File: config.mk
export PLATFORM = sky130hd
export DESIGN_NAME = pc_counter
export DESIGN_NICKNAME = d
export VERILOG_FILES = /design/src/logic/rv_pkg.sv /design/src/logic/pc_counter.sv
export SDC_FILE = /design/constraint.sdc
export NUM_CORES = 1
export LEC_CHECK = 0
export ABC_AREA = 0
export BUFFER_PORTS_ARGS = -buffer_cell sky130_fd_sc_hd__clkbuf_2
export CAP_MARGIN = 20
export CORE_MARGIN = 5
export CORE_UTILIZATION = 35
export DETAILED_ROUTE_END_ITERATION = 16
export PLACE_DENSITY = 0.67
export SYNTH_ARGS = -nofsm -noshare
export SYNTH_HDL_FRONTEND = slang
export SYNTH_SLANG_ARGS = --single-unit
File: constraint.sdc
create_clock -name clk -period 4.1 [get_ports clk]
set_clock_uncertainty 0.2 [all_clocks]
set_input_delay 1.23 -clock clk [delete_from_list [all_inputs] [get_ports clk]]
set_output_delay 1.23 -clock clk [all_outputs]
set_load 0.005 [all_outputs]
File: src/logic/rv_pkg.sv
package rv_pkg;

    typedef logic [63:0] xword_t;     // register / data word
    typedef logic [31:0] addr_t;      // bus and pc address
    typedef logic [31:0] inst_t;
    typedef logic [4:0]  reg_idx_t;

    localparam addr_t      reset_pc       = 32'h0000_0000;
    localparam addr_t      key_base       = 32'h8000_0010;  // keyboard data reg
    localparam addr_t      uart_base      = 32'h8000_0000;  // uart tx reg
    localparam logic [3:0] key_irq_vector = 4'd1;

    // major opcodes, rv64i base
    localparam logic [6:0] opc_lui    = 7'b0110111;
    localparam logic [6:0] opc_op_imm = 7'b0010011;
    localparam logic [6:0] opc_op     = 7'b0110011;
    localparam logic [6:0] opc_load   = 7'b0000011;
    localparam logic [6:0] opc_store  = 7'b0100011;

    typedef enum logic [2:0] {nop, lui, addi, add, ld, sd} op_kind_e;

    typedef enum logic [2:0] {run, mem_wait, irq_read, irq_write, irq_done} ctrl_state_e;

    typedef struct packed {
        op_kind_e kind;
        reg_idx_t rd;
        reg_idx_t rs1;
        reg_idx_t rs2;
        xword_t   imm;        // already sign extended
    } exec_op_t;

    typedef struct packed {
        logic   valid;
        logic   write;
        addr_t  addr;
        xword_t wdata;
    } bus_req_t;

    typedef struct packed {
        logic   done;         // one cycle pulse
        xword_t rdata;
    } bus_rsp_t;

    // master side of axi4-lite
    typedef struct packed {
        addr_t      awaddr;
        logic       awvalid;
        xword_t     wdata;
        logic [7:0] wstrb;
        logic       wvalid;
        logic       bready;
        addr_t      araddr;
        logic       arvalid;
        logic       rready;
    } axi_req_t;

    // slave side of axi4-lite
    typedef struct packed {
        logic       awready;
        logic       wready;
        logic [1:0] bresp;
        logic       bvalid;
        logic       arready;
        xword_t     rdata;
        logic [1:0] rresp;
        logic       rvalid;
    } axi_rsp_t;

endpackage

File: src/logic/pc_counter.sv
`timescale 1ns/1ps

module pc_counter import rv_pkg::*; (
    input  logic  clk,
    input  logic  reset,
    input  logic  advance,    // one instruction retired
    output addr_t pc
);

    // fetch pointer, holds while the core stalls
    always_ff @(posedge clk or negedge reset) begin
        if (!reset) begin
            pc <= reset_pc;
        end else if (advance) begin
            pc <= pc + 32'd4;    // next word
        end
    end

endmodule

==> results.json <==
{
  "gr-usage-all-layers_pct": 11.67,
  "period_share_pct": 61.42,
  "slew_headroom_pct": 52.03,
  "ys_warn_count": 0,
  "synth_cell_types": 23,
  "synth_top_cell_by_area": "dfrtp_1",
  "cts_setup_buffers": 0,
  "crit_type": "input pin to register",
  "antenna_cells": 0,
  "final_cell_mix": "clkbuf_2, dfrtp_1, xnor2_1, nand4_1, nand2_1",
  "p_seq_share_pct": 52.8,
  "place_ws_ns": 1.272,
  "worst_pin_slew_ns": 0.7196,
  "ir_drop_v": 0.0002597,
  "dieHeight_um": 73.11,
  "endpoint_kind": "register",
  "cts.clk_slew.worst_paths_ns": 0.06,
  "power_density_nw_per_um2": 435.6,
  "coreArea_um2": 3943,
  "antenna_found_initial": 0,
  "synthTopCellsByArea": "dfrtp_1, xnor2_1, nand4_1, nand4_4, and3_1",
  "grt_pass1_vias": 1070,
  "cts_tree": "yes",
  "port_buffers": 32,
  "p_comb_share_pct": 14.8,
  "start_util_pct": 35.35,
  "grt_overflow": 0,
  "regMostFlops": "pc",
  "ioPinCount": 35,
  "swShare_pct": 29.05,
  "final_common_cell": "clkbuf_2",
  "initialDrtViolationCount": 59,
  "routed_wl_um": 2702,
  "period_needed_ns": 2.518,
  "routedWlPerCell_um": 13.25,
  "cts_resized": 0,
  "fin_tns_setup_ns": 0,
  "vias": 987,
  "numCtsBuffers": 5,
  "cts_sinks": 30,
  "area_growth_pct": 20.83,
  "syn_area_um2": 1394,
  "holdBufCountCts": 0,
  "leakagePower_nw": 0.8184,
  "arrival_ns": 2.47,
  "finalWorstSetupSlack_ns": 1.582,
  "drt-pass1-iter-count": 4,
  "yosysSeqAreaShare_pct": 53.86,
  "clock_latency_ns": 0.28,
  "via_per_inst": 4.838,
  "clockRootBuffer": "clkbuf_8",
  "rows": 23,
  "finalHoldViolations": 0,
  "maxCapViolCount": 0,
  "ant_nets": 0,
  "largest_register_ffs": 30,
  "start_kind": "input pin",
  "clockBufferDepth": 2,
  "grt_pass1_wl_um": 4823,
  "p_sw_w": 0.0002131,
  "syn_area_per_cell_um2": 11.81,
  "syn_inst": 118,
  "place.gp.congestion": 0.7739,
  "status": "completed",
  "grt_max_degree": 31,
  "htreeDepth": 2,
  "crit_path_max_fanout": 10,
  "drv_slew": 0,
  "largestRegisters": "pc: 30 flops",
  "rsz0062_at_grt": "false",
  "synth.top_cell.area_share_pct": 53.86,
  "die_x_um": 73.11,
  "die_area_um2": 5344,
  "p_int_w": 0.0005205,
  "hpwl_um": 1998,
  "clkPwrFrac_pct": 32.4,
  "worstPathRequired_ns": 4.06,
  "hold_ws_ns": 0.2766,
  "ys_ff_latch": 30,
  "finalSetupViolCount": 0,
  "hold_path_class": "register to register",
  "fmax_ghz": 0.3971,
  "drive_gt1_share_pct": 28.57,
  "drc": 0,
  "fin_nets": 157
}
[logic make-up after synthesis]
logic type                 count (synthesis)  synth area share [%]
adders and majority gates                  1                0.8975
muxes                                      1                0.8078
DFF                                       30                 53.86
and+or+nand+nor                           48                 23.16
other                                      1                0.2690
buffers and inverters                      8                 2.782
xor gates and xnor gates                  29                 18.22
[cell type report]
cell class / instances / area [µm²]
tap: 50 / 62.56
sequential: 30 / 750.7
timing repair buffer: 32 / 160.2
multi-input combinational: 81 / 608.1
clock inverter: 1 / 5.005
clock buffer: 7 / 86.33
fill: 381 / 2258
inverter: 3 / 11.26
[synth_stat cells]
master,n
dfrtp_1,30
xnor2_1,25
nand4_1,12
nand2_1,10
and3_1,6
nand3_1,5
nor2_1,4
xor2_1,4
inv_1,3
and4_1,2
buf_4,2
clkbuf_1,2
nand4_4,2
nand4b_1,2
and2_1,1
buf_2,1
conb_1,1
ha_1,1
mux2_2,1
nor3_1,1
nor3_4,1
nor4_1,1
nor4_4,1
[per-stage QoR]
stage	utilization [%]	instances	total power (W)	cell area, µm²
after global placement	40.40	196	0.0004958	1593
after CTS	42.72	204	0.0007467	1684
final	42.72	204	0.0007336	1684
after detailed placement	40.40	196	0.0005033	1593
after global routing	42.72	204	0.0007779	1684
after floorplan	-	119	0.0004457	1398
[final timing paths]
check                                   start                 end  slack [ns]  cells after the start
max                                   advance  pc[29]$_DFFE_PN0P_        1.58                      5
min                        pc[31]$_DFFE_PN0P_  pc[31]$_DFFE_PN0P_        0.28                      1
max reg2reg                 pc[2]$_DFFE_PN0P_  pc[24]$_DFFE_PN0P_        2.11                      5
min reg2reg                pc[31]$_DFFE_PN0P_  pc[31]$_DFFE_PN0P_        0.28                      1
max in group asynchronous               reset  pc[17]$_DFFE_PN0P_        2.44                      1
min in group asynchronous               reset  pc[16]$_DFFE_PN0P_        0.80                      1
[worst max-delay path, cell delays in order]
cell,delay (ns)
clkbuf_2,0.16
nand4_4,0.15
nor4_4,0.56
nand4_1,0.19
xnor2_1,0.17
[metal layers]
metal	part of all wire [%]	GRT usage, %	vias to the layer above
met5	0	0	-
met4	0.37	3.074	0
met3	8.6	5.372	4
met2	47	18.57	32
met1	44	14.25	475
li1	-	-	476
[power by group through the flow]
stage          clock network, W  logic [W]  registers [W]
2_1_floorplan                 0  0.0000583       0.000387
3_3_place_gp                  0   0.000107       0.000389
3_5_place_dp                  0   0.000111       0.000392
4_1_cts                0.000245   0.000113       0.000389
5_1_grt                0.000259   0.000126       0.000394
6_report               0.000238   0.000109       0.000387
(Power assumes the default switching activity.)
