File: src/logic/rv_pkg.sv
package rv_pkg;

    typedef logic [63:0] xword_t;     // register / data word
    typedef logic [31:0] addr_t;      // bus and pc address
    typedef logic [31:0] inst_t;
    typedef logic [4:0]  reg_idx_t;

    localparam addr_t      reset_pc       = 32'h0000_0000;
    localparam addr_t      key_base       = 32'h8000_0010;  // keyboard data reg
    localparam addr_t      uart_base      = 32'h8000_0000;  // uart tx reg
    localparam logic [3:0] key_irq_vector = 4'd1;

    // major opcodes, rv64i base
    localparam logic [6:0] opc_lui    = 7'b0110111;
    localparam logic [6:0] opc_op_imm = 7'b0010011;
    localparam logic [6:0] opc_op     = 7'b0110011;
    localparam logic [6:0] opc_load   = 7'b0000011;
    localparam logic [6:0] opc_store  = 7'b0100011;

    typedef enum logic [2:0] {nop, lui, addi, add, ld, sd} op_kind_e;

    typedef enum logic [2:0] {run, mem_wait, irq_read, irq_write, irq_done} ctrl_state_e;

    typedef struct packed {
        op_kind_e kind;
        reg_idx_t rd;
        reg_idx_t rs1;
        reg_idx_t rs2;
        xword_t   imm;        // already sign extended
    } exec_op_t;

    typedef struct packed {
        logic   valid;
        logic   write;
        addr_t  addr;
        xword_t wdata;
    } bus_req_t;

    typedef struct packed {
        logic   done;         // one cycle pulse
        xword_t rdata;
    } bus_rsp_t;

    // master side of axi4-lite
    typedef struct packed {
        addr_t      awaddr;
        logic       awvalid;
        xword_t     wdata;
        logic [7:0] wstrb;
        logic       wvalid;
        logic       bready;
        addr_t      araddr;
        logic       arvalid;
        logic       rready;
    } axi_req_t;

    // slave side of axi4-lite
    typedef struct packed {
        logic       awready;
        logic       wready;
        logic [1:0] bresp;
        logic       bvalid;
        logic       arready;
        xword_t     rdata;
        logic [1:0] rresp;
        logic       rvalid;
    } axi_rsp_t;

endpackage

File: src/logic/exec_unit.sv
`timescale 1ns/1ps

module exec_unit import rv_pkg::*; (
    input  inst_t    ir,
    input  xword_t   rs1_data,
    input  xword_t   rs2_data,
    output reg_idx_t rs1,
    output reg_idx_t rs2,
    output reg_idx_t rd,
    output op_kind_e op_kind,
    output xword_t   wr_data,
    output logic     wr_en,
    output bus_req_t exec_req,
    input  xword_t   rdata        // load data, valid with done
);

    logic [6:0] opcode;
    logic [2:0] funct3;
    logic [6:0] funct7;
    xword_t     imm_i;
    xword_t     imm_s;
    xword_t     imm_u;
    exec_op_t   dec;
    xword_t     operand_b;
    xword_t     sum;

    assign opcode = ir[6:0];
    assign funct3 = ir[14:12];
    assign funct7 = ir[31:25];

    assign imm_i = {{52{ir[31]}}, ir[31:20]};
    assign imm_s = {{52{ir[31]}}, ir[31:25], ir[11:7]};
    assign imm_u = {{32{ir[31]}}, ir[31:12], 12'b0};   // rv64 lui sign extends

    always_comb begin
        dec.kind = nop;
        dec.rd   = ir[11:7];
        dec.rs1  = ir[19:15];
        dec.rs2  = ir[24:20];
        dec.imm  = imm_i;
        case (opcode)
            opc_lui: begin
                dec.kind = lui;
                dec.imm  = imm_u;
            end
            opc_op_imm: if (funct3 == 3'b000) dec.kind = addi;
            opc_op:     if (funct3 == 3'b000 && funct7 == 7'b0) dec.kind = add;
            opc_load:   if (funct3 == 3'b011) dec.kind = ld;     // dword only
            opc_store: begin
                if (funct3 == 3'b011) dec.kind = sd;
                dec.imm = imm_s;
            end
            default: dec.kind = nop;   // anything else retires silently
        endcase
    end

    assign rs1     = dec.rs1;
    assign rs2     = dec.rs2;
    assign rd      = dec.rd;
    assign op_kind = dec.kind;

    // one adder serves addi, add and address generation
    assign operand_b = (dec.kind == add) ? rs2_data : dec.imm;
    assign sum       = rs1_data + operand_b;

    always_comb begin
        case (dec.kind)
            lui:     wr_data = dec.imm;
            ld:      wr_data = rdata;
            default: wr_data = sum;
        endcase
    end

    assign wr_en = (dec.kind == lui) || (dec.kind == addi) ||
                   (dec.kind == add) || (dec.kind == ld);

    assign exec_req.valid = (dec.kind == ld) || (dec.kind == sd);
    assign exec_req.write = (dec.kind == sd);
    assign exec_req.addr  = sum[31:0];   // bus is 32 bit addressed
    assign exec_req.wdata = rs2_data;

endmodule

File: config.mk
export PLATFORM = sky130hd
export DESIGN_NAME = exec_unit
export DESIGN_NICKNAME = d
export VERILOG_FILES = /design/src/logic/rv_pkg.sv /design/src/logic/exec_unit.sv
export SDC_FILE = /design/constraint.sdc
export NUM_CORES = 1
export LEC_CHECK = 0
export BUFFER_PORTS_ARGS = -buffer_cell sky130_fd_sc_hd__buf_2
export CAP_MARGIN = 25
export CORE_AREA = 2 2 157 159
export DETAILED_ROUTE_END_ITERATION = 16
export DIE_AREA = 0 0 159 161
export PLACE_DENSITY_LB_ADDON = 0.08
export SLEW_MARGIN = 20
export SYNTH_ARGS = -nofsm -noshare
export SYNTH_HDL_FRONTEND = slang
export SYNTH_SLANG_ARGS = --single-unit
export TNS_END_PERCENT = 100
File: constraint.sdc
create_clock -name vclk -period 14.91
set_clock_uncertainty 0.05 [all_clocks]
set_input_delay 2.982 -clock vclk [all_inputs]
set_output_delay 2.982 -clock vclk [all_outputs]
set_load 0.01 [all_outputs]
==> flow_metrics.tcl <==
set metrics [dict create \
    firstDrtPassIters 5 \
    routed_wl_um 29400 \
    setup_tns_ps 0 \
    final_cell_mix "buf_2 (405), nand2_1 (112), a21oi_1 (107)" \
    grt_overflow 0 \
    synth_nets 1174 \
    placedCellCount 1480 \
    seq_area_um2 0 \
    numPortBuffers 405 \
    min_path_type "primary input to output port" \
    relSlewSlack_pct 38.3 \
    gp_congestion 0.837 \
    crit_required_ps 11880 \
    hpwl_um 24500 \
    crit_fanout 36 \
    avgSynthCellArea_um2 6.66 \
    crit_chain "buf_2 > buf_4 > nor4_1 > nand3_1 > nor4_1 > and2_2 > nand2_1 > o21ai_0 > ha_1 > inv_1 > fa_1 > nand2b_1 > a21oi_2 > o2111ai_2 > a31oi_2 > a21oi_2 > o31ai_4 > a31oi_4 > o21ai_2 > a21oi_2 > o21a_1 > o311ai_2 > buf_2" \
    layout_commonest_cell "buf_2" \
    min_period_over_period_pct 75.6 \
    antenna_left 0 \
    setup_slack_ps 3640 \
    synthCells 883 \
    cts_resized 0 \
    critPathArrivalTime_ps 8240 \
    initial_core_util_pct 24.6 \
    crit_buf_inv 4 \
    power_leakage_uw 0.00398 \
    nFlopsAndLatches 0 \
    io_pins 405 \
    cpMostUsedCell "a21oi_2" \
    die-height_um 161 \
    final_cell_area_um2 7520 \
    drv_slew 0 \
    drt_iter0_drc 428 \
    placementRows 57 \
    grt_pass1_vias 7562 \
    ys_types 66 \
    yosysSeqAreaShare_pct 0 \
    via_per_inst 5.09 \
    cap_viol_max_count 0 \
    yosysWarnings 0 \
    coreArea_um2 24000 \
    die_w_um 159 \
    grt_usage_pct 21.5 \
    hold_buffers 0 \
    worst_pin_slew_ps 926 \
    cp-start-kind "primary input" \
    synth_area_um2 5880 \
    status "complete, no violations" \
    period_needed_ps 11270 \
    syn2layout_area_growth_pct 27.9 \
    grt_setup_unrepaired "no" \
    path_delay_family "compound AO/OA/AOI/OAI gates" \
    vias 7545 \
    antenna_found_initial 1 \
    vdd_drop_max_uv 18.8 \
    nClkBuffers 0 \
    fin_cells 1481 \
    power.density_nw_per_um2 51.2 \
    postCtsSetupBuffers 0 \
    final-hold-violation-count 0 \
    cp_slowest_cell "and2_2" \
    layout-drive-gt1-share_pct 37.8 \
    criticalPathCategory "primary input to output port" \
    wl_per_cell_um 19.8 \
    die_area_um2 25600 \
    crit_path_end_kind "output port" \
    setup_viol 0 \
    pre_cts_slack_ps 3680 \
    drcViolationCount 0 \
    dpl_cell_area_um2 7520 \
    max_freq_mhz 88.7 \
    cp_slowest_stage_delay_ps 670 \
    grt_pass1_wl_um 44000 \
    fin_nets 1449 \
    fin_util_pct 31.4 \
    grt_max_degree 77 \
]
[power breakdown]
part / total (µW) / switching (µW) / internal [µW]
Combinational: 385 / 227 / 158
Sequential: 0 / 0 / 0
Clock: 0.00000897 / 0 / 0.00000897
[logic make-up (layout without fill, tap and decap cells)]
family | Yosys count | in the layout | synth area share (%)
and+or+nand+nor | 233 | 233 | 18.5
adders and majority gates | 67 | 67 | 14.4
buffers and inverters | 153 | 426 | 15.3
xor gates and xnor gates | 62 | 62 | 9.23
other | 0 | 1 | 0
AOI/OAI and AO/OA | 368 | 368 | 42.5
[cells in the mapped netlist, types with 4 or more instances]
master | count | area share [%]
inv_1 | 17 | 1.1
nand4_1 | 15 | 1.6
a211oi_1 | 7 | 0.89
nor3_1 | 9 | 0.77
buf_1 | 6 | 0.38
a31oi_1 | 4 | 0.43
and3_1 | 8 | 0.85
a221o_1 | 22 | 3.7
ha_1 | 66 | 14
xnor2_1 | 31 | 4.6
o21ai_1 | 9 | 0.77
o31ai_1 | 7 | 0.89
a21o_1 | 64 | 8.2
o211ai_1 | 5 | 0.64
nand2b_1 | 9 | 0.96
nor4_1 | 7 | 0.74
o21bai_1 | 8 | 1.0
or3_1 | 4 | 0.43
and2_1 | 6 | 0.64
buf_4 | 84 | 11
a21oi_1 | 107 | 9.1
o21a_1 | 5 | 0.64
nand3_1 | 10 | 0.85
nor2_1 | 34 | 2.2
nor2b_1 | 11 | 1.2
nand2_1 | 112 | 7.1
buf_2 | 9 | 0.77
xor2_1 | 31 | 4.6
a22o_1 | 12 | 1.8
a21oi_2 | 4 | 0.60
o21ai_0 | 63 | 5.4
clkbuf_1 | 36 | 2.3
a22oi_1 | 19 | 2.4
[final timing paths]
path / start / end / cells past startpoint
hold / removal: rs2_data[55] / exec_req[55] / 2
setup / recovery: ir[31] / wr_data[58] / 23
[cell type report]
type	count	area (µm²)
fill	2785	16400
multi-input combinational	730	4990
timing repair buffer	409	2060
tap	324	405
inverter	17	63.8
antenna	1	2.50
[metal layers]
layer	up-vias	share of wire, %	global-route usage (%)
li1	3726	-	-
met3	23	6.2	2.77
met5	-	0	0
met2	332	51	40.7
met1	3464	42	26.8
met4	0	1.5	2.52
[metrics by stage]
step | total power [µW] | hold slack [ps]
detailed placement | 385 | 6120
finish | 385 | 6120
global route | 423 | 6130
CTS | 389 | 6120
floorplan | 237 | 5970
global placement | 389 | 6120
Note: power is estimated with default switching activity, not from simulation.
