[src/logic/rv_pkg.sv]
package rv_pkg;

    typedef logic [63:0] xword_t;     // register / data word
    typedef logic [31:0] addr_t;      // bus and pc address
    typedef logic [31:0] inst_t;
    typedef logic [4:0]  reg_idx_t;

    localparam addr_t      reset_pc       = 32'h0000_0000;
    localparam addr_t      key_base       = 32'h8000_0010;  // keyboard data reg
    localparam addr_t      uart_base      = 32'h8000_0000;  // uart tx reg
    localparam logic [3:0] key_irq_vector = 4'd1;

    // major opcodes, rv64i base
    localparam logic [6:0] opc_lui    = 7'b0110111;
    localparam logic [6:0] opc_op_imm = 7'b0010011;
    localparam logic [6:0] opc_op     = 7'b0110011;
    localparam logic [6:0] opc_load   = 7'b0000011;
    localparam logic [6:0] opc_store  = 7'b0100011;

    typedef enum logic [2:0] {nop, lui, addi, add, ld, sd} op_kind_e;

    typedef enum logic [2:0] {run, mem_wait, irq_read, irq_write, irq_done} ctrl_state_e;

    typedef struct packed {
        op_kind_e kind;
        reg_idx_t rd;
        reg_idx_t rs1;
        reg_idx_t rs2;
        xword_t   imm;        // already sign extended
    } exec_op_t;

    typedef struct packed {
        logic   valid;
        logic   write;
        addr_t  addr;
        xword_t wdata;
    } bus_req_t;

    typedef struct packed {
        logic   done;         // one cycle pulse
        xword_t rdata;
    } bus_rsp_t;

    // master side of axi4-lite
    typedef struct packed {
        addr_t      awaddr;
        logic       awvalid;
        xword_t     wdata;
        logic [7:0] wstrb;
        logic       wvalid;
        logic       bready;
        addr_t      araddr;
        logic       arvalid;
        logic       rready;
    } axi_req_t;

    // slave side of axi4-lite
    typedef struct packed {
        logic       awready;
        logic       wready;
        logic [1:0] bresp;
        logic       bvalid;
        logic       arready;
        xword_t     rdata;
        logic [1:0] rresp;
        logic       rvalid;
    } axi_rsp_t;

endpackage

[src/logic/core_ctrl.sv]
`timescale 1ns/1ps

module core_ctrl import rv_pkg::*; (
    input  logic       clk,
    input  logic       reset,
    input  op_kind_e   op_kind,
    input  bus_req_t   exec_req,          // ld/sd access from exec_unit
    input  logic [3:0] interrupt_vector,
    output bus_req_t   bus_req,
    input  bus_rsp_t   bus_rsp,
    output logic       advance,
    output logic       interrupt_done
);

    ctrl_state_e state;
    ctrl_state_e next_state;
    logic        irq_latched;   // service taken and waiting for the vector to change
    logic        key_hit;
    logic        irq_take;
    logic        mem_op;
    xword_t      key_value;     // key byte on its way to the uart

    assign key_hit  = (interrupt_vector == key_irq_vector);
    assign irq_take = (state == run) && key_hit && !irq_latched;
    assign mem_op   = (op_kind == ld) || (op_kind == sd);

    always_comb begin
        next_state = state;
        advance    = 1'b0;
        bus_req    = '0;
        case (state)
            run: begin
                if (irq_take) begin
                    next_state = irq_read;    // ir instruction waits
                end else if (mem_op) begin
                    next_state = mem_wait;
                end else begin
                    advance = 1'b1;           // retire alu op or nop
                end
            end
            mem_wait: begin
                bus_req = exec_req;
                if (bus_rsp.done) begin
                    advance    = 1'b1;        // ld writes rd this cycle
                    next_state = run;
                end
            end
            irq_read: begin
                bus_req.valid = 1'b1;
                bus_req.addr  = key_base;
                if (bus_rsp.done) next_state = irq_write;
            end
            irq_write: begin
                bus_req.valid = 1'b1;
                bus_req.write = 1'b1;
                bus_req.addr  = uart_base;
                bus_req.wdata = key_value;
                if (bus_rsp.done) next_state = irq_done;
            end
            irq_done: next_state = run;
            default:  next_state = run;
        endcase
    end

    assign interrupt_done = (state == irq_done);   // pulse on the way back to run

    always_ff @(posedge clk or negedge reset) begin
        if (!reset) begin
            state       <= run;
            irq_latched <= 1'b0;
        end else begin
            state <= next_state;
            if (irq_take) begin
                irq_latched <= 1'b1;
            end else if (!key_hit) begin
                irq_latched <= 1'b0;   // vector left so rearm
            end
        end
    end

    always_ff @(posedge clk) begin
        if (state == irq_read && bus_rsp.done) key_value <= bus_rsp.rdata;
    end

    // memory traffic only ever leaves the core from a stall state
    // and no response may arrive while nothing is outstanding
    a_no_req_in_run: assert property (@(posedge clk) disable iff (!reset)
        (state == run) |-> !bus_req.valid && !bus_rsp.done);

    // one pulse per completed uart write
    a_done_pulse: assert property (@(posedge clk) disable iff (!reset)
        interrupt_done |-> $past(bus_rsp.done) && !bus_rsp.done);

endmodule

[config.mk]
export PLATFORM = sky130hd
export DESIGN_NAME = core_ctrl
export DESIGN_NICKNAME = d
export VERILOG_FILES = /design/src/logic/rv_pkg.sv /design/src/logic/core_ctrl.sv
export SDC_FILE = /design/constraint.sdc
export NUM_CORES = 1
export LEC_CHECK = 0
export BUFFER_PORTS_ARGS = -buffer_cell sky130_fd_sc_hd__buf_2
export CAP_MARGIN = 5
export CORE_AREA = 5 5 104 106
export DETAILED_ROUTE_END_ITERATION = 7
export DIE_AREA = 0 0 109 111
export HOLD_SLACK_MARGIN = 0.12
export PLACE_DENSITY_LB_ADDON = 0.1
export SETUP_SLACK_MARGIN = 0.05
export SLEW_MARGIN = 20
export SYNTH_ARGS = -nofsm -noshare
export SYNTH_HDL_FRONTEND = slang
export SYNTH_SLANG_ARGS = --single-unit
export TNS_END_PERCENT = 50
[constraint.sdc]
create_clock -name clk -period 13.4 [get_ports clk]
set_input_delay 1.34 -clock clk [delete_from_list [all_inputs] [get_ports clk]]
set_output_delay 1.34 -clock clk [all_outputs]
set_load 0.01 [all_outputs]
==> metrics <==
Die Y-Extent 111 µm; drt pass-1 iters 4; vias per std cell 4.64; Hold Buf Count CTS 0; aggregate negative setup slack 0 ns; fin crit share 28.0%; Clock power frac 23.6%; antenna diode count 0; Total Power 0.856 mW; Site Rows 36; Post-synth ARST share 5.88%; vias in the first global route 2911; outcome finished clean; CP Max Fanout 4; maxcap violations 0; Via Count 2864; Switching Fraction 34.9%; hold path depth 2; clock skew 0.0104 ns; Iteration-0 DRC Markers 172; gr usage total 16.2%; clock-pin slew on the worst setup and hold paths 0.07 ns; Slew Limit Fails 0; synthesized area per cell 14.4 µm²; fin nets 651; data arrival time of the critical path 2.42 ns; CTS root buf clkbuf_8; Final min period 3.76 ns; die width 109 µm; Final Wtd Congestion 0.741; sequential-to-total area share from yosys stat 66.1%; clk sink count 68; first-pass GRT wire length 14.8 mm; Post-CTS Repair Setup Buffers 0; largest net degree at the start of global routing 63; layout cells sized above 1 61.4%; final setup violating endpoints 0; Seq pwr share 31.2%; Syn Nets 384; initial core utilization 31.6%; Gate Count Post-Synth 212; crit start category input port; power density cells 179 nW/µm²; Post-synth EDFFs 64; Yosys cell types 26; Crit path required time 12.06 ns; CTS resizes 0; Reg2Reg Depth 3; input/output buffers 270; GRT overflow 0; Crit Path Class in -> out; Internal Power 0.557 mW; Yosys warning count 0; layout overhead on the synthesized area 56.1%; H-tree Lvls 3; crit path capture type output port; CTS tree yes; VDD IR max 0.0811 mV; CORE AREA 9680 µm²; synthesized area 3060 µm²; antenna viol nets, final 0; synthesis-stage register bit count 68; FMAX 266 MHz; Slew Limit Headroom 62.1%; Worst Tran Pin Value 0.567 ns; residual DRC count 0; Die ar. 12100 µm²; drt total wl 10.2 mm; Pleak 2.30 nW; initial antenna violation count 1; clock buffer depth 2; I/O pin total 272; NetSw 0.299 mW; Gate power share 45.3%; Routed WL per cell 16.6 µm; Detail Placement HPWL 8.13 mm; unrepaired setup endpoints after global routing no; number of CTS-inserted buffers 9; hold crit path type reg -> reg; worst skew pair latency 0.35 ns; ys flop type edfxtp_1; final hold viol count 0
per-stage QoR:
step                      cell area, µm²  util, %  setup WS (ns)  cells  hold WS [ns]
after global placement              4530     46.8           9.55    600         0.538
after CTS                           4780     49.3           9.64    617         0.562
final                               4780     49.3           9.64    617         0.557
after global routing                4780     49.3           9.52    617         0.635
after floorplan                     3060        -           6.85    212         0.499
after detailed placement            4540     46.9           9.64    601         0.542
power by group through the flow:
stage	combinational (mW)	sequential, mW	clock, mW
5_1_grt	0.422	0.269	0.218
3_5_place_dp	0.391	0.271	0
4_1_cts	0.394	0.267	0.209
3_3_place_gp	0.388	0.271	0
2_1_floorplan	0.250	0.264	0
6_report	0.387	0.267	0.202
per-layer routing:
layer	GRT usage, %	wire (µm)	vias up
li1	-	-	1374
met3	6.12	1190	20
met4	6.99	225	2
met1	16.3	3560	1287
met2	29.2	5250	181
met5	0	20	-
cell type report:
class / instances / area, µm²
fill: 895 / 4910
sequential: 68 / 2020
timing repair buffer: 276 / 1400
multi-input combinational: 122 / 943
tap: 133 / 166
clock buffer: 9 / 124
clock inverter: 7 / 115
inverter: 2 / 7.51
logic make-up (layout without fill, tap and decap cells):
group	after synthesis	after routing	share of synthesized area, %
AND/OR/NAND/NOR	49	49	10.0
buffers and inverters	22	294	3.68
flip-flops	68	68	66.1
AO/OA/AOI/OAI	73	73	20.2
worst paths after layout:
path	startpoint	endpoint	slack [ns]
worst min register to register	irq_latched	irq_latched	0.56
worst max register to register	state[1]	state[2]	11.53
worst max-delay path	interrupt_vector[1]	advance	9.64
max in group asynchronous	reset	state[0]	12.48
worst min-delay path	irq_latched	irq_latched	0.56
min in group asynchronous	reset	state[2]	0.79
registers in the layout (all words and copies together) (netlist names):
signal and count:
state 3, irq_latched 1, key_value 64
synth_stat cells, types with 2 or more instances:
master	instances	area, µm²
a22o_1	64	561
edfxtp_1	64	1920
and2_1	31	194
buf_2	9	45.0
nor2_1	5	18.8
a21oi_1	4	20.0
buf_4	4	30.0
dfrtp_1	4	100
clkbuf_1	3	11.3
clkbuf_2	3	15.0
nand2_1	3	11.3
nor3b_1	3	22.5
nor3_1	2	10.0
critical path: stages:
cell and delay (ns):
buf_2 0.10, or4b_4 0.55, o221ai_1 0.17, a211oi_1 0.10
buf_2 0.17
cells in the final DEF (no fill, tap or decap):
master,instances
clkbuf_8,9
buf_6,1
o21ai_0,1
a221oi_1,1
clkinv_2,1
o221ai_1,1
buf_4,5
nor2_1,5
or3_1,1
nand2_1,3
nor3b_4,1
a21oi_2,1
a211oi_1,1
and2_1,31
nor3b_1,2
clkinv_1,1
bufinv_16,3
clkinvlp_4,1
nor3b_2,1
nor3_4,1
a22o_1,64
buf_2,270
clkinv_4,1
a21oi_1,4
inv_2,1
nor3_1,2
inv_1,1
edfxtp_1,64
or4b_4,1
dfrtp_1,4
nand3b_1,1
(Power assumes the default switching activity.)
