### src/logic/rv_pkg.sv
package rv_pkg;

    typedef logic [63:0] xword_t;     // register / data word
    typedef logic [31:0] addr_t;      // bus and pc address
    typedef logic [31:0] inst_t;
    typedef logic [4:0]  reg_idx_t;

    localparam addr_t      reset_pc       = 32'h0000_0000;
    localparam addr_t      key_base       = 32'h8000_0010;  // keyboard data reg
    localparam addr_t      uart_base      = 32'h8000_0000;  // uart tx reg
    localparam logic [3:0] key_irq_vector = 4'd1;

    // major opcodes, rv64i base
    localparam logic [6:0] opc_lui    = 7'b0110111;
    localparam logic [6:0] opc_op_imm = 7'b0010011;
    localparam logic [6:0] opc_op     = 7'b0110011;
    localparam logic [6:0] opc_load   = 7'b0000011;
    localparam logic [6:0] opc_store  = 7'b0100011;

    typedef enum logic [2:0] {nop, lui, addi, add, ld, sd} op_kind_e;

    typedef enum logic [2:0] {run, mem_wait, irq_read, irq_write, irq_done} ctrl_state_e;

    typedef struct packed {
        op_kind_e kind;
        reg_idx_t rd;
        reg_idx_t rs1;
        reg_idx_t rs2;
        xword_t   imm;        // already sign extended
    } exec_op_t;

    typedef struct packed {
        logic   valid;
        logic   write;
        addr_t  addr;
        xword_t wdata;
    } bus_req_t;

    typedef struct packed {
        logic   done;         // one cycle pulse
        xword_t rdata;
    } bus_rsp_t;

    // master side of axi4-lite
    typedef struct packed {
        addr_t      awaddr;
        logic       awvalid;
        xword_t     wdata;
        logic [7:0] wstrb;
        logic       wvalid;
        logic       bready;
        addr_t      araddr;
        logic       arvalid;
        logic       rready;
    } axi_req_t;

    // slave side of axi4-lite
    typedef struct packed {
        logic       awready;
        logic       wready;
        logic [1:0] bresp;
        logic       bvalid;
        logic       arready;
        xword_t     rdata;
        logic [1:0] rresp;
        logic       rvalid;
    } axi_rsp_t;

endpackage

### src/logic/reg_file.sv
`timescale 1ns/1ps

module reg_file import rv_pkg::*; (
    input  logic     clk,
    input  logic     reset,
    input  reg_idx_t rs1,
    input  reg_idx_t rs2,
    input  reg_idx_t rd,
    input  xword_t   wr_data,
    input  logic     wr_en,      // already qualified by advance
    output xword_t   rs1_data,
    output xword_t   rs2_data
);

    xword_t regs [32];

    always_ff @(posedge clk or negedge reset) begin
        if (!reset) begin
            for (int i = 0; i < 32; i++) begin
                regs[i] <= '0;   // known state for the model compare
            end
        end else if (wr_en && rd != 5'd0) begin
            regs[rd] <= wr_data;
        end
    end

    // x0 hardwired
    assign rs1_data = (rs1 == 5'd0) ? '0 : regs[rs1];
    assign rs2_data = (rs2 == 5'd0) ? '0 : regs[rs2];

endmodule

### config.mk
export PLATFORM = sky130hd
export DESIGN_NAME = reg_file
export DESIGN_NICKNAME = d
export VERILOG_FILES = /design/src/logic/rv_pkg.sv /design/src/logic/reg_file.sv
export SDC_FILE = /design/constraint.sdc
export NUM_CORES = 2
export LEC_CHECK = 0
export BUFFER_PORTS_ARGS = -buffer_cell sky130_fd_sc_hd__buf_2
export CORE_MARGIN = 5
export CORE_UTILIZATION = 40
export CTS_BUF_LIST = sky130_fd_sc_hd__clkbuf_4 sky130_fd_sc_hd__clkbuf_8
export DETAILED_ROUTE_END_ITERATION = 12
export PLACE_DENSITY = 0.63
export SLEW_MARGIN = 25
export SYNTH_ARGS = -nofsm -noshare
export SYNTH_HDL_FRONTEND = slang
export SYNTH_SLANG_ARGS = --single-unit
### constraint.sdc
create_clock -name clk -period 3.1 [get_ports clk]
set_input_delay 0.31 -clock clk [delete_from_list [all_inputs] [get_ports clk]]
set_output_delay 0.31 -clock clk [all_outputs]
set_load 0.05 [all_outputs]
==> out/qor.csv <==
stage,metric,value,unit
timing,Worst-Margin Slew,1071,ps
synth,synth unique cells,48,
worst_setup_path,crit path DAT,2990,ps
drt,routed length per instance,31.96,um
global_routing,Congestion Overflow GR,0,
synth,top post-synthesis cells by count,"dfrtp_1, mux2_2, mux4_2, mux2i_1, clkbuf_1",
cts,TritonCTS clock tree,yes,
worst_setup_path,CP bufs+invs,1,
synth,"EDFF count, synth",0,
run_status,failing checks,negative setup slack,
finish,Top Registers,regs x2048,
cts,Clock Pin Slew Worst Setup and Hold Paths,60,ps
worst_setup_path,r2r startpoint,regs[1055]$_DFFE_PN0P_,
die,Initial Util,0.4012,
global_routing,first-pass GRT wire length,522.5,mm
cts,clk buf depth,4,
pwr,Design Power,82.62,mW
drt,post-route antenna net violation count,0,
pwr,sw power,23.62,mW
worst_setup_path,Crit path max-delay family,multiplexers,
cts,CTS H-tree lvls,5,
drt,Total Wirelength,356.6,mm
worst_setup_path,CP Data Required Time,2790,ps
worst_setup_path,slowest CP cell,mux4_2,
synth,Post-synth ARST share,1.000,
cts,Worst-Skew Late Latency,1040,ps
die,I/O Pins,210,
global_routing,antenna violations before repair,17,
placement,HPWL Detailed,213.2,mm
drt,drt drc,0,
global_routing,largest net degree at the start of global routing,119,
synth,Mapped Area,0.1084,sq mm
cts,CTS Buf Count,362,
finish,NumNets Final,7396,
synth,Seq cells post-synth,2048,
worst_setup_path,Reg2Reg Capture Point,regs[1055]$_DFFE_PN0P_,
synth,Synth Instances,6963,
timing,Slew headroom,0.2860,
synth,Mapped Nets,7045,
pwr,internal power,59.00,mW
worst_setup_path,CP endpoint,rs2_data[3],
global_routing,Tot GR Track Use,0.2522,
global_routing,vias in the first global route,73330,
die,die height,530.6,um
run_status,status,"finished, violations left",
die,Cell Rows,191,
die,Die X,530.6,um
synth,synthesized area per cell,15.57,sq um
placement,pre-CTS WS,107.2,ps
worst_setup_path,max incr delay on CP,480,ps
pwr,sw frac,0.2859,
placement,Final GP Congestion,0.8170,
worst_setup_path,WS Path Type,reg -> out,
run,max cap viols,0,
die,Die Area,0.2816,sq mm
worst_setup_path,Crit path depth,5,
synth,most common cell in the netlist,dfrtp_1,
pwr,combinational share of power,0.242,
timing,Slew Limit Fails,0,
drt,vias,69120,
worst_setup_path,Worst Path Max Fanout,3,
drt,vias per cell,6.196,
synth,ys flop type,dfrtp_1,
finish,area of the multi-input gates,0.05499,sq mm
timing,fin worst setup slack,-204.9,ps
pwr,Flop pwr share,0.430,
cts,clock root buffer master,clkbuf_8,
finish,Fillers,22990,
timing,Final Hold Fails,0,
timing,fin crit period,3305,ps
pwr,LEAKAGE,55.71,nW
worst_setup_path,CP Capture Type,output port,
drt,Detailed Routing Iterations Pass 1,6,
timing,setup violators final,24,
worst_setup_path,worst path cell trace,"mux4_2, mux2i_1, o22a_1, o211ai_1, clkbuf_16",
timing,fin crit share,1.066,
pwr,maximum vdd drop,538.8,uV
finish,share of layout cells above drive strength 1,0.5985,
synth,YS warnings,0,
synth,Synth area leader,dfrtp_1,
worst_setup_path,Setup crit start kind,flop,
pwr,clock share of power,0.327,
placement,# port buffers,209,
timing,Setup Skew,0,ps
synth,top post-synthesis cells by area,"dfrtp_1, mux2_2, mux4_2",
finish,"Area growth, synth to finish",18.13,%
finish,max FFs per register,2048,
pwr,Power Dens Cells,645.0,mW/mm^2
timing,RSZ-0062 raised after global routing,yes,
worst_setup_path,Register-to-Register Path Depth,3,
synth,area share of the largest cell type after synthesis,0.4727,
synth,sequential area share after synthesis,0.4727,
timing,achievable clock frequency,302.6,MHz
finish,Reg area,0.05125,sq mm
drt,DRT iter0 DRCs,5882,
finish,Biggest register,regs,
worst_setup_path,CP startpoint,regs[1027]$_DFFE_PN0P_,
worst_setup_path,r2r setup slk,2080,ps
finish,"Core Util, Final",0.4739,
die,core area,0.2703,sq mm
min_path,worst hold path type,in -> async,
cts,Num Clock Sinks,2048,
==> worst reg2reg max path, stage by stage (launching register included) <==
cell	delay, ps
dfrtp_1	410
buf_4	140
buf_4	120
mux2_2	250
==> power by group through the flow <==
stage	Combinational [mW]	Clock (mW)	Sequential [mW]
4_1_cts	19.9	27.6	35.4
3_5_place_dp	19.0	0	35.9
3_3_place_gp	18.6	0	35.4
2_1_floorplan	13.7	0	34.5
6_report	20.0	27.0	35.6
5_1_grt	21.3	28.7	36.1
==> timing repair <==
action,in CTS,in global routing
pin swaps,100,57
hold buffers,72,0
buffers inserted,48,22
endpoints found under the hold margin,3844,0
resized for setup,223,64
endpoints found under the setup margin,111,91
==> logic make-up after synthesis <==
group | synth area share
compound gates | 0.02136
mux | 0.4591
simple gates | 0.01409
buf+inv | 0.03283
flops | 0.4727
==> worst min-delay path by stage <==
stage | startpoint | end | slack (ps) | cells past startpoint
after floorplan | reset | regs[0]$_DFFE_PN0P_ | 10 | 0
after global placement | reset | regs[1772]$_DFFE_PN0P_ | 310 | 1
after detailed placement | reset | regs[877]$_DFFE_PN0P_ | 300 | 1
after CTS | reset | regs[741]$_DFFE_PN0P_ | 10 | 3
after global routing | reset | regs[1200]$_DFFE_PN0P_ | 50 | 3
final | reset | regs[1200]$_DFFE_PN0P_ | 90 | 3
==> stage by stage <==
step | TNS (ps) | instance area [sq um] | cells | hold WS, ps
final | -2695 | 128100 | 11160 | 89.75
after global routing | -7461 | 128100 | 11150 | 45.94
after CTS | -7253 | 127600 | 11130 | 11.28
after detailed placement | 0 | 117800 | 10390 | 296.9
after global placement | 0 | 117800 | 10390 | 308.7
after floorplan | 0 | 108500 | 6963 | 14.41
==> cell type report <==
| class | count | share of cell area |
|---|---|---|
| diodes | 10 | 0.0001954 |
| clock buffers | 579 | 0.05723 |
| clock inverters | 48 | 0.003487 |
| multi-input cells | 4108 | 0.4293 |
| flip-flops and latches | 2048 | 0.4001 |
| well taps | 3570 | 0.03487 |
| repair buffers | 794 | 0.07476 |
==> cells in the final DEF, fill, tap and decap left out, types with 17 or more instances in the layout <==
cell type / n
clkbuf_8: 478
a22oi_1: 26
dlygate4sd3_1: 71
mux2_2: 1994
o22ai_1: 168
clkinv_2: 32
nand2_1: 25
buf_12: 264
buf_2: 73
nor3_1: 17
buf_8: 18
nor2_1: 17
mux2i_2: 30
nor2b_1: 31
dfrtp_1: 2048
clkbuf_4: 102
buf_6: 32
mux2i_1: 486
or2_1: 31
or2_4: 40
mux4_2: 968
o22a_1: 17
buf_4: 332
==> metal layers <==
layer  GRT usage  routed length, um  vias up
li1            -                  -    27700
met1      0.3416             145400    37870
met2      0.4066             171700     2786
met3     0.04477              24210      764
met4     0.09815              15290        4
met5           0                 25        -
Power figures use the tool's default switching activity.
