### config.mk
export PLATFORM = sky130hd
export DESIGN_NAME = bus_port
export DESIGN_NICKNAME = d
export VERILOG_FILES = /design/src/logic/rv_pkg.sv /design/src/logic/bus_port.sv
export SDC_FILE = /design/constraint.sdc
export NUM_CORES = 1
export LEC_CHECK = 0
export BUFFER_PORTS_ARGS = -buffer_cell sky130_fd_sc_hd__buf_2
export CORE_AREA = 2 2 146 148
export CTS_CLUSTER_SIZE = 40
export DETAILED_ROUTE_END_ITERATION = 6
export DIE_AREA = 0 0 148 150
export SLEW_MARGIN = 5
export SYNTH_ARGS = -nofsm -noshare
export SYNTH_HDL_FRONTEND = slang
export SYNTH_SLANG_ARGS = --single-unit
### constraint.sdc
create_clock -name clk -period 1.5 [get_ports clk]
set_input_delay 0.075 -clock clk [delete_from_list [all_inputs] [get_ports clk]]
set_output_delay 0.075 -clock clk [all_outputs]
set_load 0.05 [all_outputs]
### src/logic/rv_pkg.sv
package rv_pkg;

    typedef logic [63:0] xword_t;     // register / data word
    typedef logic [31:0] addr_t;      // bus and pc address
    typedef logic [31:0] inst_t;
    typedef logic [4:0]  reg_idx_t;

    localparam addr_t      reset_pc       = 32'h0000_0000;
    localparam addr_t      key_base       = 32'h8000_0010;  // keyboard data reg
    localparam addr_t      uart_base      = 32'h8000_0000;  // uart tx reg
    localparam logic [3:0] key_irq_vector = 4'd1;

    // major opcodes, rv64i base
    localparam logic [6:0] opc_lui    = 7'b0110111;
    localparam logic [6:0] opc_op_imm = 7'b0010011;
    localparam logic [6:0] opc_op     = 7'b0110011;
    localparam logic [6:0] opc_load   = 7'b0000011;
    localparam logic [6:0] opc_store  = 7'b0100011;

    typedef enum logic [2:0] {nop, lui, addi, add, ld, sd} op_kind_e;

    typedef enum logic [2:0] {run, mem_wait, irq_read, irq_write, irq_done} ctrl_state_e;

    typedef struct packed {
        op_kind_e kind;
        reg_idx_t rd;
        reg_idx_t rs1;
        reg_idx_t rs2;
        xword_t   imm;        // already sign extended
    } exec_op_t;

    typedef struct packed {
        logic   valid;
        logic   write;
        addr_t  addr;
        xword_t wdata;
    } bus_req_t;

    typedef struct packed {
        logic   done;         // one cycle pulse
        xword_t rdata;
    } bus_rsp_t;

    // master side of axi4-lite
    typedef struct packed {
        addr_t      awaddr;
        logic       awvalid;
        xword_t     wdata;
        logic [7:0] wstrb;
        logic       wvalid;
        logic       bready;
        addr_t      araddr;
        logic       arvalid;
        logic       rready;
    } axi_req_t;

    // slave side of axi4-lite
    typedef struct packed {
        logic       awready;
        logic       wready;
        logic [1:0] bresp;
        logic       bvalid;
        logic       arready;
        xword_t     rdata;
        logic [1:0] rresp;
        logic       rvalid;
    } axi_rsp_t;

endpackage

### src/logic/bus_port.sv
`timescale 1ns/1ps

module bus_port import rv_pkg::*; (
    input  logic     clk,
    input  logic     reset,
    input  bus_req_t bus_req,
    output bus_rsp_t bus_rsp,
    output axi_req_t axi,
    input  axi_rsp_t axi_in
);

    logic   busy;        // one transaction in flight
    logic   is_write;
    logic   aw_pend;     // aw not yet accepted
    logic   w_pend;      // w not yet accepted
    logic   ar_pend;
    addr_t  addr_q;
    xword_t wdata_q;
    logic   accept;
    logic   done;

    assign accept = bus_req.valid && !busy;
    // bready/rready tied high so the response handshake is just the valid
    assign done = busy && (is_write ? axi_in.bvalid : axi_in.rvalid);

    always_ff @(posedge clk or negedge reset) begin
        if (!reset) begin
            busy     <= 1'b0;
            is_write <= 1'b0;
            aw_pend  <= 1'b0;
            w_pend   <= 1'b0;
            ar_pend  <= 1'b0;
        end else if (accept) begin
            busy     <= 1'b1;
            is_write <= bus_req.write;
            aw_pend  <= bus_req.write;    // aw and w rise together
            w_pend   <= bus_req.write;
            ar_pend  <= !bus_req.write;
        end else begin
            if (done) busy <= 1'b0;
            if (aw_pend && axi_in.awready) aw_pend <= 1'b0;
            if (w_pend && axi_in.wready) w_pend <= 1'b0;
            if (ar_pend && axi_in.arready) ar_pend <= 1'b0;
        end
    end

    always_ff @(posedge clk) begin
        if (accept) begin
            addr_q  <= bus_req.addr;
            wdata_q <= bus_req.wdata;
        end
    end

    always_comb begin
        axi.awaddr  = addr_q;
        axi.awvalid = aw_pend;
        axi.wdata   = wdata_q;
        axi.wstrb   = 8'hff;      // full dword writes only
        axi.wvalid  = w_pend;
        axi.bready  = 1'b1;
        axi.araddr  = addr_q;
        axi.arvalid = ar_pend;
        axi.rready  = 1'b1;
    end

    assign bus_rsp.done  = done;
    assign bus_rsp.rdata = axi_in.rdata;   // bresp/rresp not checked

    a_aw_stable: assert property (@(posedge clk) disable iff (!reset)
        axi.awvalid && !axi_in.awready |=> axi.awvalid && $stable(axi.awaddr));

    // requester must hold its request until done, no second one sneaks in
    a_no_accept_busy: assert property (@(posedge clk) disable iff (!reset)
        busy && !done |=> bus_req.valid && $stable(bus_req.addr) && !accept);

endmodule

==> PnR_summary.wiki, run 1 <==
{| class="wikitable"
! Metric !! Value
|-
| Outcome || complete, no violations
|-
| Number of antenna violations at the first check in global routing || 0
|-
| Max Fanout on Critical Path || 2
|-
| Number of global-route vias before repair || 2636
|-
| Global-route met3 utilization || 0.0479
|-
| Register-to-Register Path Depth || 3
|-
| R2R setup slack || 220 ps
|-
| Number of DRC markers in iteration 0 || 65
|-
| Via density || ~3.3
|-
| Starting Density || 0.190
|-
| Initial DRT Pass Iterations || 4
|-
| Kind of start point of the critical path || flip-flop
|-
| Row count || 53
|-
| Leakage || ~2.6 nW
|-
| Port-buffer cells || 236
|-
| Reg-to-Reg End || addr_q[18]
|-
| Hold violation count in the final report || 0
|-
| Share of Yosys cell area claimed by the top area cell type || 0.733
|-
| Placer Congestion || about 0.68
|-
| EDFF count, synth || 96
|-
| Footprint of the multi-input gates || 126 µm²
|-
| All-Layer GR Usage || 0.0846
|-
| Share of the clock period used by the worst path after layout || 0.887
|-
| Fraction of final layout cells sized beyond drive strength 1 || 0.538
|-
| Area growth from synthesis to layout || 55.0%
|-
| Overflow left after global routing || 0
|-
| Number of buffers added by the clock tree synthesis step || 9
|-
| Setup Crit Path Kind || reg -> out
|-
| Post-synthesis cell type count || 12
|-
| Data arrival time of the critical path || roughly 1300 ps
|-
| Die span in y || 150 µm
|-
| Hold path cells || 3
|-
| Maximum number of pins on one net before global-route repair || 28
|-
| Setup repair after global routing missed its margin || no
|-
| Mean instance size in the synthesized netlist || 17.4 µm²
|-
| Clock skew || 11.8 ps
|-
| Delay-heaviest family, CP || flip-flops
|-
| CTS sink count || 101
|-
| Area of all sequential standard cells || 3010 µm²
|-
| Routed wire per std cell || 13.2 µm
|-
| Synth top cells by count || buf_4 (110), edfxtp_1 (96), dfrtp_1 (5), nand2b_1 (3), o21ai_1 (3)
|-
| Max Slew Vio Count || 0
|-
| Post-Route WL || 10.0 mm
|-
| Kind of end point of the critical path || primary output
|-
| Overall die width || 148 µm
|-
| Most used flip-flop cell after synthesis || edfxtp_1
|-
| Peak Freq || 751 MHz
|-
| Count of mapped cells out of synthesis || 226
|-
| Antenna cells || 0
|-
| Share of flip-flops with an asynchronous set or reset after synthesis || 0.0495
|-
| CTS tree || yes
|-
| Root buffer cell || clkbuf_16
|-
| Critical Path, Cell by Cell || mux2i_1 -> nor2b_1 -> buf_2
|-
| Most congested layer reported by global routing || met2
|-
| Wire length of the first global-routing pass || 14.1 mm
|-
| Critical hold path startpoint || bus_req[97]
|-
| Dpl hpwl || 6.98 mm
|-
| Path category of the worst min-delay check || in -> reg
|-
| Cell type of the slowest stage on the worst timing path || dfrtp_1
|-
| Met1 track utilization from global routing || 0.0899
|-
| Remaining DRCs || 0
|-
| Sequential element share of the synthesized area || 0.765
|-
| Global-route track usage on met2 || 0.139
|-
| Peak supply drop || 623 µV
|-
| Via Count || 2527
|-
| Residual antenna-violating net count after detailed routing || 0
|-
| Largest cells by area after synthesis || edfxtp_1 (73%), buf_4 (21%), dfrtp_1 (3.2%), mux2i_1 (0.51%), nand2b_1 (0.48%)
|-
| Flip-flop and latch count after synthesis || 101
|-
| Worst path required time || 1420 ps
|-
| Most frequently used cell type in the post-synthesis netlist || buf_4
|-
| PwrDens || 1510 nW/µm²
|-
| Clk Latency, worst-skew pair || 340 ps
|-
| Minimum period implied by the final worst setup slack || 1330 ps
|-
| Number of H-tree levels || 3
|-
| Count of warnings emitted by yosys || 0
|-
| Number of placed I/O pins || between 300 and 400
|-
| DP Cell Count || 643
|-
| Placeable Area || 20700 µm²
|-
| # fillers || 2092
|-
| Max clock buf depth || 2
|-
| Setup violators final || 0
|-
| R2r startpoint || busy
|-
| Worst hold path endpoint || aw_pend
|-
| Cell accounting for the most synthesized area || edfxtp_1
|-
| Number of maximum-capacitance constraint violations || 0
|-
| Area of the die || 22200 µm²
|-
| Synthesized area || 3930 µm²
|-
| Total buffers and inverters traversed by the critical path || 1
|-
| Number of cells in the finished layout apart from fillers || 760
|-
| Final setup TNS || 0 ps
|-
| Reg clk slew, reported paths || roughly 70 ps
|-
| Number of nets in the finished design || 653
|-
| Largest incremental delay on the critical path || 400 ps
|}
## where the power goes
part	total (W)	switching, W	internal, W	leakage (nW)
combinational	0.00312	0.00235	0.000769	1.49
sequential	0.00379	0.000160	0.00363	0.969
clock	0.00231	0.00113	0.00118	0.147
## routing by layer
metal	wire length, µm	vias to the layer above
met4	155	0
met2	5010	170
li1	-	1178
met3	1230	18
met5	0	-
met1	3590	1161
## logic make-up (layout without fill, tap and decap cells)
group           Yosys count  count (layout)  synth area share
mux                       2               2           0.00509
compound gates            4               4           0.00572
flops                   101             101             0.765
buf+inv                 112             362             0.214
other cells               1              10          0.000953
simple gates              6               6           0.00986
## worst register-to-register path, delay by kind of cell, from the launching register on
| family | cells | cell delay [ps] |
|---|---|---|
| flip-flops | 1 | 430 |
| AND/OR/NAND/NOR | 1 | 150 |
| buffers and inverters | 2 | 410 |
## state kept, by name (all words and copies together) (netlist names)
| signal | count |
|---|---|
| is_write | 1 |
| ar_pend | 1 |
| w_pend | 1 |
| wdata_q | 64 |
| aw_pend | 1 |
| addr_q | 32 |
| busy | 1 |
## cell usage in the layout (no fill, tap or decap)
| cell | netlist | layout |
|---|---|---|
| buf_2 | 0 | 236 |
| dlygate4sd3_1 | 0 | 101 |
| edfxtp_1 | 96 | 96 |
| conb_1 | 1 | 10 |
| clkbuf_16 | 0 | 9 |
| dfrtp_1 | 5 | 5 |
| buf_12 | 0 | 5 |
| o21ai_1 | 3 | 3 |
| nand2b_1 | 3 | 3 |
| buf_4 | 110 | 3 |
| mux2i_1 | 2 | 2 |
| inv_6 | 0 | 2 |
| clkinv_4 | 0 | 2 |
| inv_8 | 0 | 2 |
| nor2b_1 | 2 | 1 |
| nor2b_4 | 0 | 1 |
| a21o_1 | 1 | 1 |
| inv_1 | 1 | 1 |
| nand3b_1 | 1 | 1 |
| clkinv_8 | 0 | 1 |
## worst max path at each step
stage | start | cells past startpoint | endpoint
final | is_write | 3 | bus_rsp[64]
after floorplan | busy | 2 | addr_q[0]
after detailed placement | busy | 3 | addr_q[2]
after global placement | busy | 3 | wdata_q[20]
after CTS | is_write | 3 | bus_rsp[64]
after global routing | is_write | 3 | bus_rsp[64]
## through the flow
| step | utilization | setup WS [ps] | hold slack (ps) | total power, W | instance area, µm² |
|---|---|---|---|---|---|
| finish | 0.295 | 169 | 58.7 | 0.00921 | 6100 |
| global route | 0.295 | 64.8 | 54.6 | 0.00960 | 6100 |
| CTS | 0.295 | 146 | 41.4 | 0.00935 | 6100 |
| detailed placement | 0.231 | 205 | -103 | 0.00678 | 4790 |
| global placement | 0.231 | 214 | -103 | 0.00675 | 4790 |
| floorplan | - | 62.3 | -221 | 0.00658 | 3970 |
## layout make-up
type                    count  area share
flip-flops and latches    101       0.493
repair buffers            345       0.380
well taps                 275      0.0564
clock buffers               9      0.0369
multi-input cells          22      0.0207
clock inverters             7      0.0121
inverters                   1    0.000616
## repair_timing
item	in CTS	in global routing
setup endpoints to repair	0	0
setup buffers	0	0
hold endpoints to repair	104	0
hold buffers	101	0
gates resized for setup	0	0
(Power assumes the default switching activity.)
==> run 2, diff against run 1 <==
HOLD_SLACK_MARGIN = 0.12   (was unset)
==> PnR_summary.wiki, run 2 (synthesis results as in run 1) <==
{| class="wikitable"
! Metric !! Value
|-
| Largest incremental delay on the critical path || 590 ps (+190 ps)
|-
| Total buffers and inverters traversed by the critical path || 1 (unchanged)
|-
| Placeable Area || 20700 µm² (unchanged)
|-
| Number of buffers added by the clock tree synthesis step || 9 (unchanged)
|-
| CTS tree || yes
|-
| Area growth from synthesis to layout || 56.0%
|-
| All-Layer GR Usage || 0.0865 (+0.00195)
|-
| Number of H-tree levels || 3 (unchanged)
|-
| Initial DRT Pass Iterations || 4 (unchanged)
|-
| Dpl hpwl || 6.98 mm (unchanged)
|-
| Data arrival time of the critical path || 1660 ps (+400 ps)
|-
| Number of antenna violations at the first check in global routing || 0 (unchanged)
|-
| Register containing the most flip-flops in the final layout || wdata_q
|-
| Via density || 3.36 (+0.93%)
|-
| Number of nets in the finished design || 657 (+0.61%)
|-
| Delay-heaviest family, CP || buffers and inverters
|-
| Placed inst area || 4790 µm² (unchanged)
|-
| Final Instance Area || 6140 µm² (+0.66%)
|-
| DP Cell Count || 643 (unchanged)
|-
| Max Fanout on Critical Path || 2 (unchanged)
|-
| Most used cells in the layout excluding fill and tap cells || buf_2 (236), dlygate4sd3_1 (105), edfxtp_1 (96)
|-
| Via Count || 2564 (+1.5%)
|-
| Number of maximum-capacitance constraint violations || 0 (unchanged)
|-
| Wire length of the first global-routing pass || 14.4 mm (+2.1%)
|-
| Routed wire per std cell || 13.4 µm (+1.8%)
|-
| Critical Path, Cell by Cell || mux2i_1 -> dlygate4sd3_1 -> a21o_1
|-
| Kind of start point of the critical path || flip-flop
|-
| Registers with the highest flip-flop counts || wdata_q: 64 flops, addr_q: 32 flops
|-
| Row count || 53 (unchanged)
|-
| Final setup TNS || 0 ps (unchanged)
|-
| Area of the die || 22200 µm² (unchanged)
|-
| Root buffer cell || clkbuf_16
|-
| Overall die width || 148 µm (unchanged)
|-
| Residual antenna-violating net count after detailed routing || 0 (unchanged)
|-
| Peak Freq || 701 MHz (-6.6%)
|-
| Setup repair after global routing missed its margin || no
|-
| Minimum period implied by the final worst setup slack || 1430 ps (+94.6 ps)
|-
| Number of placed I/O pins || 379 (unchanged)
|-
| Overflow left after global routing || 0 (unchanged)
|-
| Leakage || 2.62 nW (+0.64%)
|-
| PwrDens || 1510 nW/µm² (-0.37%)
|-
| Reg clk slew, reported paths || 80 ps (about the same)
|-
| Remaining DRCs || 0 (unchanged)
|-
| Number of global-route vias before repair || 2703 (+2.5%)
|-
| R2R setup slack || 70 ps (-150 ps)
|-
| # fillers || 2091 (-0.048%)
|-
| Max Slew Vio Count || 0 (unchanged)
|-
| CTS sink count || 101 (unchanged)
|-
| Starting Density || 0.190 (unchanged)
|-
| Flip-flop count of the largest register, all copies and words added || 64 (unchanged)
|-
| Post-CTS setup buffer count || 0 (unchanged)
|-
| Share of the clock period used by the worst path after layout || 0.950 (+0.0631)
|-
| Setup violators final || 0 (unchanged)
|-
| Post-Route WL || 10.2 mm (+2.3%)
|-
| Port-buffer cells || 236 (unchanged)
|-
| Die span in y || 150 µm (unchanged)
|-
| Antenna cells || 0 (unchanged)
|-
| Kind of end point of the critical path || flip-flop
|-
| Number of DRC markers in iteration 0 || 62 (-4.6%)
|-
| Clock skew || 12.9 ps (+1.11 ps)
|-
| Hold violation count in the final report || 0 (unchanged)
|-
| Most frequent standard cell in the layout excluding fill and tap cells || buf_2
|-
| Worst path required time || 1740 ps (+320 ps)
|-
| Total power || 0.00924 W (+0.29%)
|-
| Clk Latency, worst-skew pair || 340 ps (about the same)
|-
| Max clock buf depth || 2 (unchanged)
|-
| Fraction of final layout cells sized beyond drive strength 1 || 0.534 (-0.00440)
|-
| Peak supply drop || 620 µV (-0.43%)
|-
| Setup Crit Path Kind || reg -> reg
|-
| Path category of the worst min-delay check || in -> out
|-
| Number of cells in the finished layout apart from fillers || 764 (+0.53%)
|-
| Placer Congestion || 0.682 (unchanged)
|-
| Maximum number of pins on one net before global-route repair || 28 (unchanged)
|-
| Cell type of the slowest stage on the worst timing path || dlygate4sd3_1
|-
| Outcome || complete, no violations
|}
run 2: cell count changes in the layout (fill, tap and decap cells not counted):
cell	previous run	this run
dlygate4sd3_1	101	105
run 2: stage by stage:
step / util / hold WS (ps) / setup WS [ps]
6_report: 0.297 / 150 / 74.5
4_1_cts: 0.297 / 150 / 123
5_1_grt: 0.297 / 150 / 27.4
3_5_place_dp: 0.231 / -103 / 205
3_3_place_gp: 0.231 / -103 / 214
2_1_floorplan: - / -221 / 62.3
run 2: power by group:
| part | total [W] | switching [W] | internal, W |
|---|---|---|---|
| clock | 0.00231 | 0.00113 | 0.00118 |
| combinational | 0.00314 | 0.00236 | 0.000783 |
| sequential | 0.00379 | 0.000160 | 0.00363 |
run 2: per-layer routing:
metal  track usage  up-vias  part of all wire  wire, µm
met3        0.0488       18              0.12      1260
met1        0.0897     1188              0.35      3610
met5             0        -                 0         0
met2         0.146      174              0.51      5210
met4        0.0338        0             0.015       155
li1              -     1184                 -         -
run 2: worst reg2reg max path, stage by stage (launching register included):
cell and delay (ps):
dfrtp_1 400, mux2i_1 140, dlygate4sd3_1 590, a21o_1 190
run 2: cell type report:
cell class / instances / area, µm² / share of cell area
inverter: 1 / 3.75 / 0.000612
timing repair buffer: 349 / 2350 / 0.384
multi-input combinational: 22 / 126 / 0.0206
sequential: 101 / 3010 / 0.490
clock inverter: 7 / 73.8 / 0.0120
tap: 275 / 344 / 0.0561
clock buffer: 9 / 225 / 0.0367
run 2: final timing paths:
kind	from	end	cells after the start
setup / recovery	is_write	busy	3
hold / removal	axi_in[4]	bus_rsp[1]	0
setup reg to reg	is_write	busy	3
hold reg to reg	is_write	is_write	2
max in group asynchronous	reset	busy	3
min in group asynchronous	reset	ar_pend	3
run 2: what timing repair did:
action | in CTS | in global routing
hold buffers | 105 | 0
gates resized for setup | 0 | 0
endpoints found under the hold margin | 106 | 0
==> run 3, diff against run 2 <==
BUFFER_PORTS_ARGS = -buffer_cell sky130_fd_sc_hd__buf_4   (was -buffer_cell sky130_fd_sc_hd__buf_2)
REMOVE_ABC_BUFFERS = 1   (was unset)
==> PnR_summary.wiki, run 3 (synthesis results as in run 1) <==
{| class="wikitable"
! Metric !! Value
|-
| DP Cell Count || 637 (-0.93%)
|-
| Max Fanout on Critical Path || 2 (unchanged)
|-
| Starting Density || 0.190 (unchanged)
|-
| Post-CTS setup buffer count || 0 (unchanged)
|-
| Clk Latency, worst-skew pair || 350 ps (about the same)
|-
| Util after Layout || 0.320 (+0.0238)
|-
| Final Instance Area || 6630 µm² (+8.0%)
|-
| R2R setup slack || 110 ps (+30 ps)
|-
| Post-Route WL || 16.2 mm (+59%)
|-
| PwrDens || 1430 nW/µm² (-5.1%)
|-
| Most used cells in the layout excluding fill and tap cells || buf_4 (236), dlygate4sd3_1 (105), edfxtp_1 (96)
|-
| Most frequent standard cell in the layout excluding fill and tap cells || buf_4
|-
| Remaining DRCs || 0 (unchanged)
|-
| Residual antenna-violating net count after detailed routing || 0 (unchanged)
|-
| Data arrival time of the critical path || 1630 ps (-30 ps)
|-
| Via Count || 2791 (+8.9%)
|-
| Row count || 53 (unchanged)
|-
| Number of H-tree levels || 3 (unchanged)
|-
| Leakage || 2.77 nW (+5.6%)
|-
| Setup Crit Path Kind || reg -> reg
|-
| Path category of the worst min-delay check || in -> out
|-
| Die span in y || 150 µm (unchanged)
|-
| Routed wire per std cell || 21.4 µm (+60%)
|-
| Number of maximum-capacitance constraint violations || 0 (unchanged)
|-
| Overflow left after global routing || 0 (unchanged)
|-
| Number of antenna violations at the first check in global routing || 0 (unchanged)
|-
| Via density || 3.68 (+9.7%)
|-
| Hold path cells || 0 (unchanged)
|-
| Number of cells in the finished layout apart from fillers || 758 (-0.79%)
|-
| Setup violators final || 0 (unchanged)
|-
| Port-buffer cells || 236 (unchanged)
|-
| Number of global-route vias before repair || 2964 (+9.7%)
|-
| Registers with the highest flip-flop counts || wdata_q: 64 flops, addr_q: 32 flops
|-
| All-Layer GR Usage || 0.140 (+0.0533)
|-
| Clock skew || 9.14 ps (-3.79 ps)
|-
| Worst Setup Slack post-DPL || 216 ps (+11.1 ps)
|-
| Root buffer cell || clkbuf_16
|-
| Kind of end point of the critical path || flip-flop
|-
| Number of buffers added by the clock tree synthesis step || 9 (unchanged)
|-
| Fraction of final layout cells sized beyond drive strength 1 || 0.528 (-0.00579)
|-
| Placed inst area || 5290 µm² (+11%)
|-
| Register-to-Register Path Depth || 3 (unchanged)
|-
| Share of the clock period used by the worst path after layout || 0.928 (-0.0225)
|-
| Peak Freq || 718 MHz (+2.4%)
|-
| Dpl hpwl || 12.5 mm (+79%)
|-
| Post-cts resize count || 0 (unchanged)
|-
| Number of placed I/O pins || 379 (unchanged)
|-
| Antenna cells || 0 (unchanged)
|-
| Max clock buf depth || 2 (unchanged)
|-
| Hold buffers post-CTS || 105 (unchanged)
|-
| Overall die width || 148 µm (unchanged)
|-
| Number of DRC markers in iteration 0 || 113 (+82%)
|-
| Register containing the most flip-flops in the final layout || wdata_q
|-
| Flip-flop count of the largest register, all copies and words added || 64 (unchanged)
|-
| Reg clk slew, reported paths || 70 ps (about the same)
|-
| Placer Congestion || 0.773 (+13%)
|-
| Initial DRT Pass Iterations || 4 (unchanged)
|-
| Peak supply drop || 955 µV (+54%)
|-
| Worst setup slack after layout || 108 ps (+33.7 ps)
|-
| Maximum number of pins on one net before global-route repair || 56 (+100%)
|-
| Area of the die || 22200 µm² (unchanged)
|-
| Hold violation count in the final report || 0 (unchanged)
|-
| CTS tree || yes
|-
| Area growth from synthesis to layout || 68.5%
|-
| Max Slew Vio Count || 0 (unchanged)
|-
| Kind of start point of the critical path || flip-flop
|-
| Minimum period implied by the final worst setup slack || 1390 ps (-33.7 ps)
|-
| Setup repair after global routing missed its margin || no
|-
| Worst path required time || 1740 ps (about the same)
|-
| Placeable Area || 20700 µm² (unchanged)
|-
| CTS sink count || 101 (unchanged)
|-
| Number of nets in the finished design || 651 (-0.91%)
|-
| Wire length of the first global-routing pass || 21.2 mm (+47%)
|-
| Outcome || complete, no violations
|}
[run 3: cell count changes in the layout (fill, tap and decap cells not counted)]
cell,before,now
clkinv_8,1,0
clkinv_2,0,1
buf_2,236,0
inv_6,2,1
buf_12,5,2
buf_4,3,236
inv_8,2,1
clkinvlp_4,0,2
[run 3: worst paths after layout]
path                                 start     endpoint
worst max-delay path              is_write         busy
worst min-delay path            axi_in[49]  bus_rsp[46]
worst max register to register    is_write         busy
worst min register to register    is_write     is_write
max in group asynchronous            reset     is_write
min in group asynchronous            reset      ar_pend
[run 3: metal layers]
layer	vias up	wire length [µm]	global-route usage
met5	-	281	0.118
met4	6	185	0.0376
met3	18	3900	0.163
met2	289	6360	0.181
met1	1310	5490	0.134
li1	1168	-	-
[run 3: final cells by class]
cell class              instances  area [µm²]
clock buffers                   9         225
clock inverters                 7        57.6
multi-input cells              22         126
fillers                      2043       14100
well taps                     275         344
flip-flops and latches        101        3010
inverters                       1        3.75
repair buffers                343        2860
[run 3: stage by stage]
step / power [W] / hold WS, ps / TNS (ps)
after floorplan: 0.00573 / -221 / -394890
after global placement: 0.00703 / -124 / 0
after detailed placement: 0.00707 / -120 / 0
after CTS: 0.00957 / 150 / 0
after global routing: 0.00983 / 150 / 0
final: 0.00947 / 150 / 0
[run 3: worst max-delay path, cell delays in order (launching register included)]
cell	delay, ps
dfrtp_1	400
mux2i_1	150
dlygate4sd3_1	570
a21o_1	170
[run 3: power by group]
group,internal (W),switching [W],leakage [nW]
registers,0.00363,0.000183,0.969
clock network,0.00115,0.00110,0.134
logic,0.00104,0.00237,1.67
total,0.00582,0.00365,2.77
